**src/source/gprSizePkg.sv**
```systemverilog
`default_nettype none

// Sizes of the register file and the value types built on them
package gprSizePkg;

	localparam int dataWidth = 64;
	localparam int gprCount = 32;
	localparam int laneCount = 3;		// Write lanes, one bank each
	localparam int readPortCount = 6;	// Two per lane
	localparam int immWidth = 33;

	// Index into a bank, derived from the register count
	localparam int gprIndexWidth = $clog2(gprCount);

	typedef logic [dataWidth-1:0] regValueT;
	typedef logic [immWidth-1:0] immValueT;	// Decoded immediate, top bit is sign

endpackage

`default_nettype wire

```
**src/source/gprIdPkg.sv**
```systemverilog
`default_nettype none

package gprIdPkg;

	localparam int regIdWidth = 6;

	// Ids 0 to 31 are architectural, 32 and up are special
	typedef logic [regIdWidth-1:0] regIdT;

	typedef enum regIdT {
		idZero = 6'd32,	// Also what any unknown special id reads as
		idImm = 6'd33	// Lane immediate, sign extended
	} specialIdE;

	// Which bank holds the newest copy of a register
	typedef enum logic [1:0] {
		bankA = 2'd0,
		bankB = 2'd1,
		bankC = 2'd2
	} bankSelE;

	function automatic logic isArchId(regIdT id);
		return id < regIdT'(idZero);
	endfunction

endpackage

`default_nettype wire

```
**src/source/laneWriteIf.sv**
```systemverilog
`default_nettype none

// Results of one execute stage, all three lanes side by side
// Index 0 is lane A, 1 is lane B, 2 is lane C
interface laneWriteIf
	import gprSizePkg::*;
	import gprIdPkg::*;
();

	regIdT id [laneCount];		// Special id means no result on that lane
	regValueT value [laneCount];

	// Stage output side
	modport producer (
		output id,
		output value
	);

	// Banks and read ports
	modport consumer (
		input id,
		input value
	);

endinterface

`default_nettype wire

```
**src/source/gprReadPort.sv**
```systemverilog
`default_nettype none

// One operand: decode the id, then bypass from EX1 and EX2
module gprReadPort
	import gprSizePkg::*;
	import gprIdPkg::*;
(
	input regIdT readId,
	input immValueT laneImm,
	input regValueT archValue,	// Bank value for readId
	laneWriteIf.consumer ex1,
	laneWriteIf.consumer ex2,
	output regValueT operand
);

	logic isArch;
	logic [laneCount-1:0] ex1Hit;
	logic [laneCount-1:0] ex2Hit;
	regValueT decoded;
	regValueT immExtended;

	assign isArch = isArchId(readId);

	assign immExtended = {{(dataWidth-immWidth){laneImm[immWidth-1]}}, laneImm};

	always_comb begin
		if (isArch)
			decoded = archValue;
		else if (readId == idImm)
			decoded = immExtended;
		else
			decoded = '0;	// idZero and every unassigned special id
	end

	// Special ids never match, so zero and immediate are not bypassed
	always_comb begin
		for (int lane = 0; lane < laneCount; lane++) begin
			ex1Hit[lane] = isArch && (ex1.id[lane] == readId);
			ex2Hit[lane] = isArch && (ex2.id[lane] == readId);
		end
	end

	// Walked from lowest priority up
	// Last match assigned is EX1 lane A, which is the youngest result
	always_comb begin
		operand = decoded;
		for (int lane = laneCount - 1; lane >= 0; lane--) begin
			if (ex2Hit[lane])
				operand = ex2.value[lane];
		end
		for (int lane = laneCount - 1; lane >= 0; lane--) begin
			if (ex1Hit[lane])
				operand = ex1.value[lane];
		end
	end

endmodule

`default_nettype wire

```
**src/flat_wrapper.sv**
```systemverilog
// flat-port wrapper written by rule: the top's interface ports become plain ports
module gprReadPort_flat import gprSizePkg::*; import gprIdPkg::*;
  (readId, laneImm, archValue, operand, ex1_id, ex1_value, ex2_id, ex2_value);
  laneWriteIf ex1_i ();
  laneWriteIf ex2_i ();
  input regIdT readId;
  input immValueT laneImm;
  input regValueT archValue;
  output regValueT operand;
  input wire logic [$bits(ex1_i.id)-1:0] ex1_id;
  input wire logic [$bits(ex1_i.value)-1:0] ex1_value;
  input wire logic [$bits(ex2_i.id)-1:0] ex2_id;
  input wire logic [$bits(ex2_i.value)-1:0] ex2_value;
  assign ex1_i.id = {>>{ex1_id}};
  assign ex1_i.value = {>>{ex1_value}};
  assign ex2_i.id = {>>{ex2_id}};
  assign ex2_i.value = {>>{ex2_value}};
  gprReadPort u_core (.readId(readId), .laneImm(laneImm), .archValue(archValue), .ex1(ex1_i), .ex2(ex2_i), .operand(operand));
endmodule
```
**config.mk**
```make
export PLATFORM = sky130hd
export DESIGN_NAME = gprReadPort_flat
export DESIGN_NICKNAME = d
export VERILOG_FILES = /design/src/source/gprSizePkg.sv /design/src/source/gprIdPkg.sv /design/src/source/laneWriteIf.sv /design/src/source/gprReadPort.sv /design/src/flat_wrapper.sv
export SDC_FILE = /design/constraint.sdc
export NUM_CORES = 1
export LEC_CHECK = 0
export BUFFER_PORTS_ARGS = -buffer_cell sky130_fd_sc_hd__buf_4
export CORE_AREA = 2 2 231 233
export DETAILED_ROUTE_END_ITERATION = 10
export DIE_AREA = 0 0 233 235
export SLEW_MARGIN = 30
export SYNTH_ARGS = -nofsm -noshare
export SYNTH_HDL_FRONTEND = slang
export SYNTH_SLANG_ARGS = --single-unit
```
**constraint.sdc**
```tcl
create_clock -name vclk -period 2.3
set_input_delay 0.115 -clock vclk [all_inputs]
set_output_delay 0.115 -clock vclk [all_outputs]
set_load 0.005 [all_outputs]
```
* Word level (Yosys, flattened, before mapping) *
Cells that the tools add are included.

storage, ports and cells
  bits in registers = 0
  input bits = 523
  output and inout port bits = 64
  word-level logic and storage cells = 22

cells by class
  magnitude comparators = 1
  equality and inequality tests = 7
  mux-type cells = 8
  reduce and logical (&&, ||, !) cells = 6

operators with widths
  operator                                            count
  64-bit 2-to-1 mux                                   8
  6-bit equality test                                 6
  6-bit equality test (second input constant)         1
  1-bit logical AND                                   6
  6-bit less-than comparator (second input constant)  1

* Depth between registers and ports, before layout *
  word-level depth = 9
  gate-level depth with buffers = 9
  depth with buffers taken out = 6

* Least setup slack after synthesis *
Ideal clock, no wire load.

  path type = input -> output
  start point = in readId[2]
  end point = out operand[48]
  arrival time = 1.824 ns
  data required time = 2.185 ns
  slack = 0.361 ns
  cell stages on the path = 8
  path buffers = 2
  path through = buf_4 > or4b_1 > nor3b_4 > a22o_4 > buf_6 > o221ai_1 > and3_1 > o22ai_1

on the way
  word-level cells in the longest chain between the ends = 9
  elaborated cells between the ends (all ways) = 22
  classes of those cells = order compare (1); eq/ne (7); mux (8); reduce/logical (6)

RTL lines
  item                                                                line               source
  start, declared                                                     flat_wrapper.sv:6  input regIdT readId;
  branches (longest 8 deep; another with 6-bit less-than comparator)  -
  64-bit 2-to-1 mux (*)                                               gprReadPort.sv:52  if (ex1Hit[lane])
  end, declared                                                       flat_wrapper.sv:9  output regValueT operand;

Mark *: on every way between the ends.

* Worst setup path after layout *
  start point = in readId[3]
  end point = out operand[42]

Same word-level chain as after synthesis.

==> summary.txt <==
Tcrit/Tclk final: 103.6%
Post-Place Cells: 1972
hpwl dp: 39.14 mm
critical-path maximum fanout: 23
vias in the first global route: 9732
vias per cell: 4.729
Post-Synthesis Cells: 711
clock buffer count: 0
register area: 0 um^2
largest net degree at the start of global routing: 42
Final Hold Vio Count: 0
post-synth cell types: 29
yosys warns: 0
residual DRC count: 0
RSZ-0062 raised after global routing: true
Routed WL: 54.38 mm
area delta synth->final: 172.1%
run status: finished with violations
area leader, netlist: a221oi_1
HP Class: input pin to output port
global routing usage on met1: 21.18%
die area: 54760 um^2
setup TNS: -0.6469 ns
footprint of the multi-input gates: 5369 um^2
vias after detailed routing: 9519
GRT overflow: 0
gr usage total: 17.41%
Static Leakage: 5.300 nW
Setup CP Type: input pin to output port
fin nets: 1844
Global Route met3 Usage: 3.519%
Critical Path Start Type: input pin
drt pass-1 iters: 5
Power per Cell Area: 150.2 nW/um^2
Syn Nets: 1234
Top Ports: 587
Fill cells: 5694
RD Place Congestion: 0.9577
endpoint class of the critical path: output port
CP endpoint: operand[42]
worst slew pin tran: 0.6144 ns
syn_area_per_cell: 6.372 um^2
slew margin rel.: 59.04%
routed len/inst: 27.01 um
antenna violations before repair: 6
Post-synth top cells: a221oi_1 (84), o221ai_1 (84), clkbuf_1 (78)
worst setup margin: -0.08269 ns
beginning of the critical path: readId[3]
Cell Area, Synth: 4531 um^2
die width: 233 um
FMAX: 419.7 MHz
Worst EP required: 2.18 ns
DRT iter0 DRCs: 672
Rows: 84
Routed Antenna Nets: 0
layout cells sized above 1: 66.11%
Setup Viol. Count Final: 25
top cell type's share of synthesized area: 16.24%
sequential cell count: 0
global-route wire length before repair: 69.39 mm
most area-consuming cells after synthesis: a221oi_1 (16%), o221ai_1 (16%), nor2b_1 (8.8%)
max cap viols: 0
Slew Limit Fails: 0
VDD IR-drop max: 59.90 uV
Starting Density: 8.673%
post-layout minimum cycle time: 2.383 ns
input/output buffers: 587
Die Ht: 235 um
failing checks: setup timing
Cell Count, Final, Fillers Out: 2013
GRT Max-Usage Layer: met2
met2 usage: 30.55%
post-synthesis sequential area ratio: 0%
core area: 52240 um^2
Design Power: 0.001851 W
Worst EP arrival: 2.27 ns
==> area by class of cell <==
| cell class | count | share of cell area (%) |
|---|---|---|
| diodes | 6 | 0.1218 |
| multi-input cells | 612 | 43.55 |
| well taps | 688 | 6.983 |
| repair buffers | 707 | 49.35 |
==> critical path, stage by stage <==
cell and delay, ns:
buf_8 0.10, buf_4 0.12, xnor2_1 0.17, nand4_1 0.23, or4_4 0.60, buf_12 0.19
buf_4 0.17, nor2_1 0.27, o22ai_1 0.13, buf_4 0.15
==> worst min-delay path by stage <==
stage	startpoint	endpoint	slack [ns]	cells after the start
floorplan	ex1_value[163]	operand[35]	0.38	1
global placement	ex1_value[172]	operand[44]	0.55	3
global route	ex1_value[180]	operand[52]	0.55	3
CTS	ex1_value[172]	operand[44]	0.54	3
finish	ex1_value[172]	operand[44]	0.55	3
detailed placement	ex1_value[172]	operand[44]	0.54	3
==> routing by layer <==
layer	part of all wire [%]	wire length, um
met5	0.042	23
met4	3.1	1708
met3	7.8	4250
met2	49	26590
met1	40	21800
==> repair_timing <==
item / 4_1_cts / 5_1_grt
pin swaps: 75 / 52
resized for setup: 119 / 120
hold buffers: 0 / 0
cloned: 5 / 8
setup buffers: 13 / 14
endpoints found under the setup margin: 63 / 64
==> cells by family (layout without fill, tap and decap cells) <==
family | count (synthesis) | in the layout | share of synthesized area, %
xor gates and xnor gates | 30 | 30 | 5.799
other | 0 | 6 | 0
AOI/OAI and AO/OA | 377 | 377 | 61.03
and+or+nand+nor | 205 | 205 | 24.05
buffers and inverters | 99 | 707 | 9.113
==> per-stage QoR <==
| step | hold WS, ns | util [%] | cell area, um^2 | worst slack (ns) |
|---|---|---|---|---|
| after floorplan | 0.3751 | - | 4531 | 0.3614 |
| after global placement | 0.5454 | 19.90 | 10400 | -0.4536 |
| after detailed placement | 0.5450 | 19.96 | 10420 | -0.3984 |
| after CTS | 0.5448 | 21.66 | 11310 | -0.1246 |
| after global routing | 0.5515 | 23.58 | 12320 | -0.1495 |
| final | 0.5522 | 23.60 | 12330 | -0.08269 |
==> cell usage in the layout (no fill, tap or decap), types with 4 or more instances in the layout <==
master	n
o211a_1	12
a221oi_4	9
a221oi_2	28
xnor2_1	8
nor3_1	14
a221oi_1	47
nand2_1	21
o22ai_2	26
buf_16	5
a21oi_1	43
o221ai_1	42
buf_4	625
xnor2_2	4
xor2_1	14
o221ai_2	34
nor2_1	52
buf_8	4
o22ai_4	8
a22oi_1	12
clkbuf_16	6
diode_2	6
o221ai_4	8
o22ai_1	18
buf_6	34
nor2b_1	64
nand3_2	9
xor2_2	4
o21a_1	30
o21ai_0	49
o21ai_2	4
and3_4	10
nor4_4	4
buf_12	33
and3_1	10
==> report_power, final <==
part | internal, W | switching, W
clock network | 0.000000000293 | 0
logic | 0.00111 | 0.000745
registers | 0 | 0
total | 0.00111 | 0.000745
Note: power is estimated with default switching activity, not from simulation.
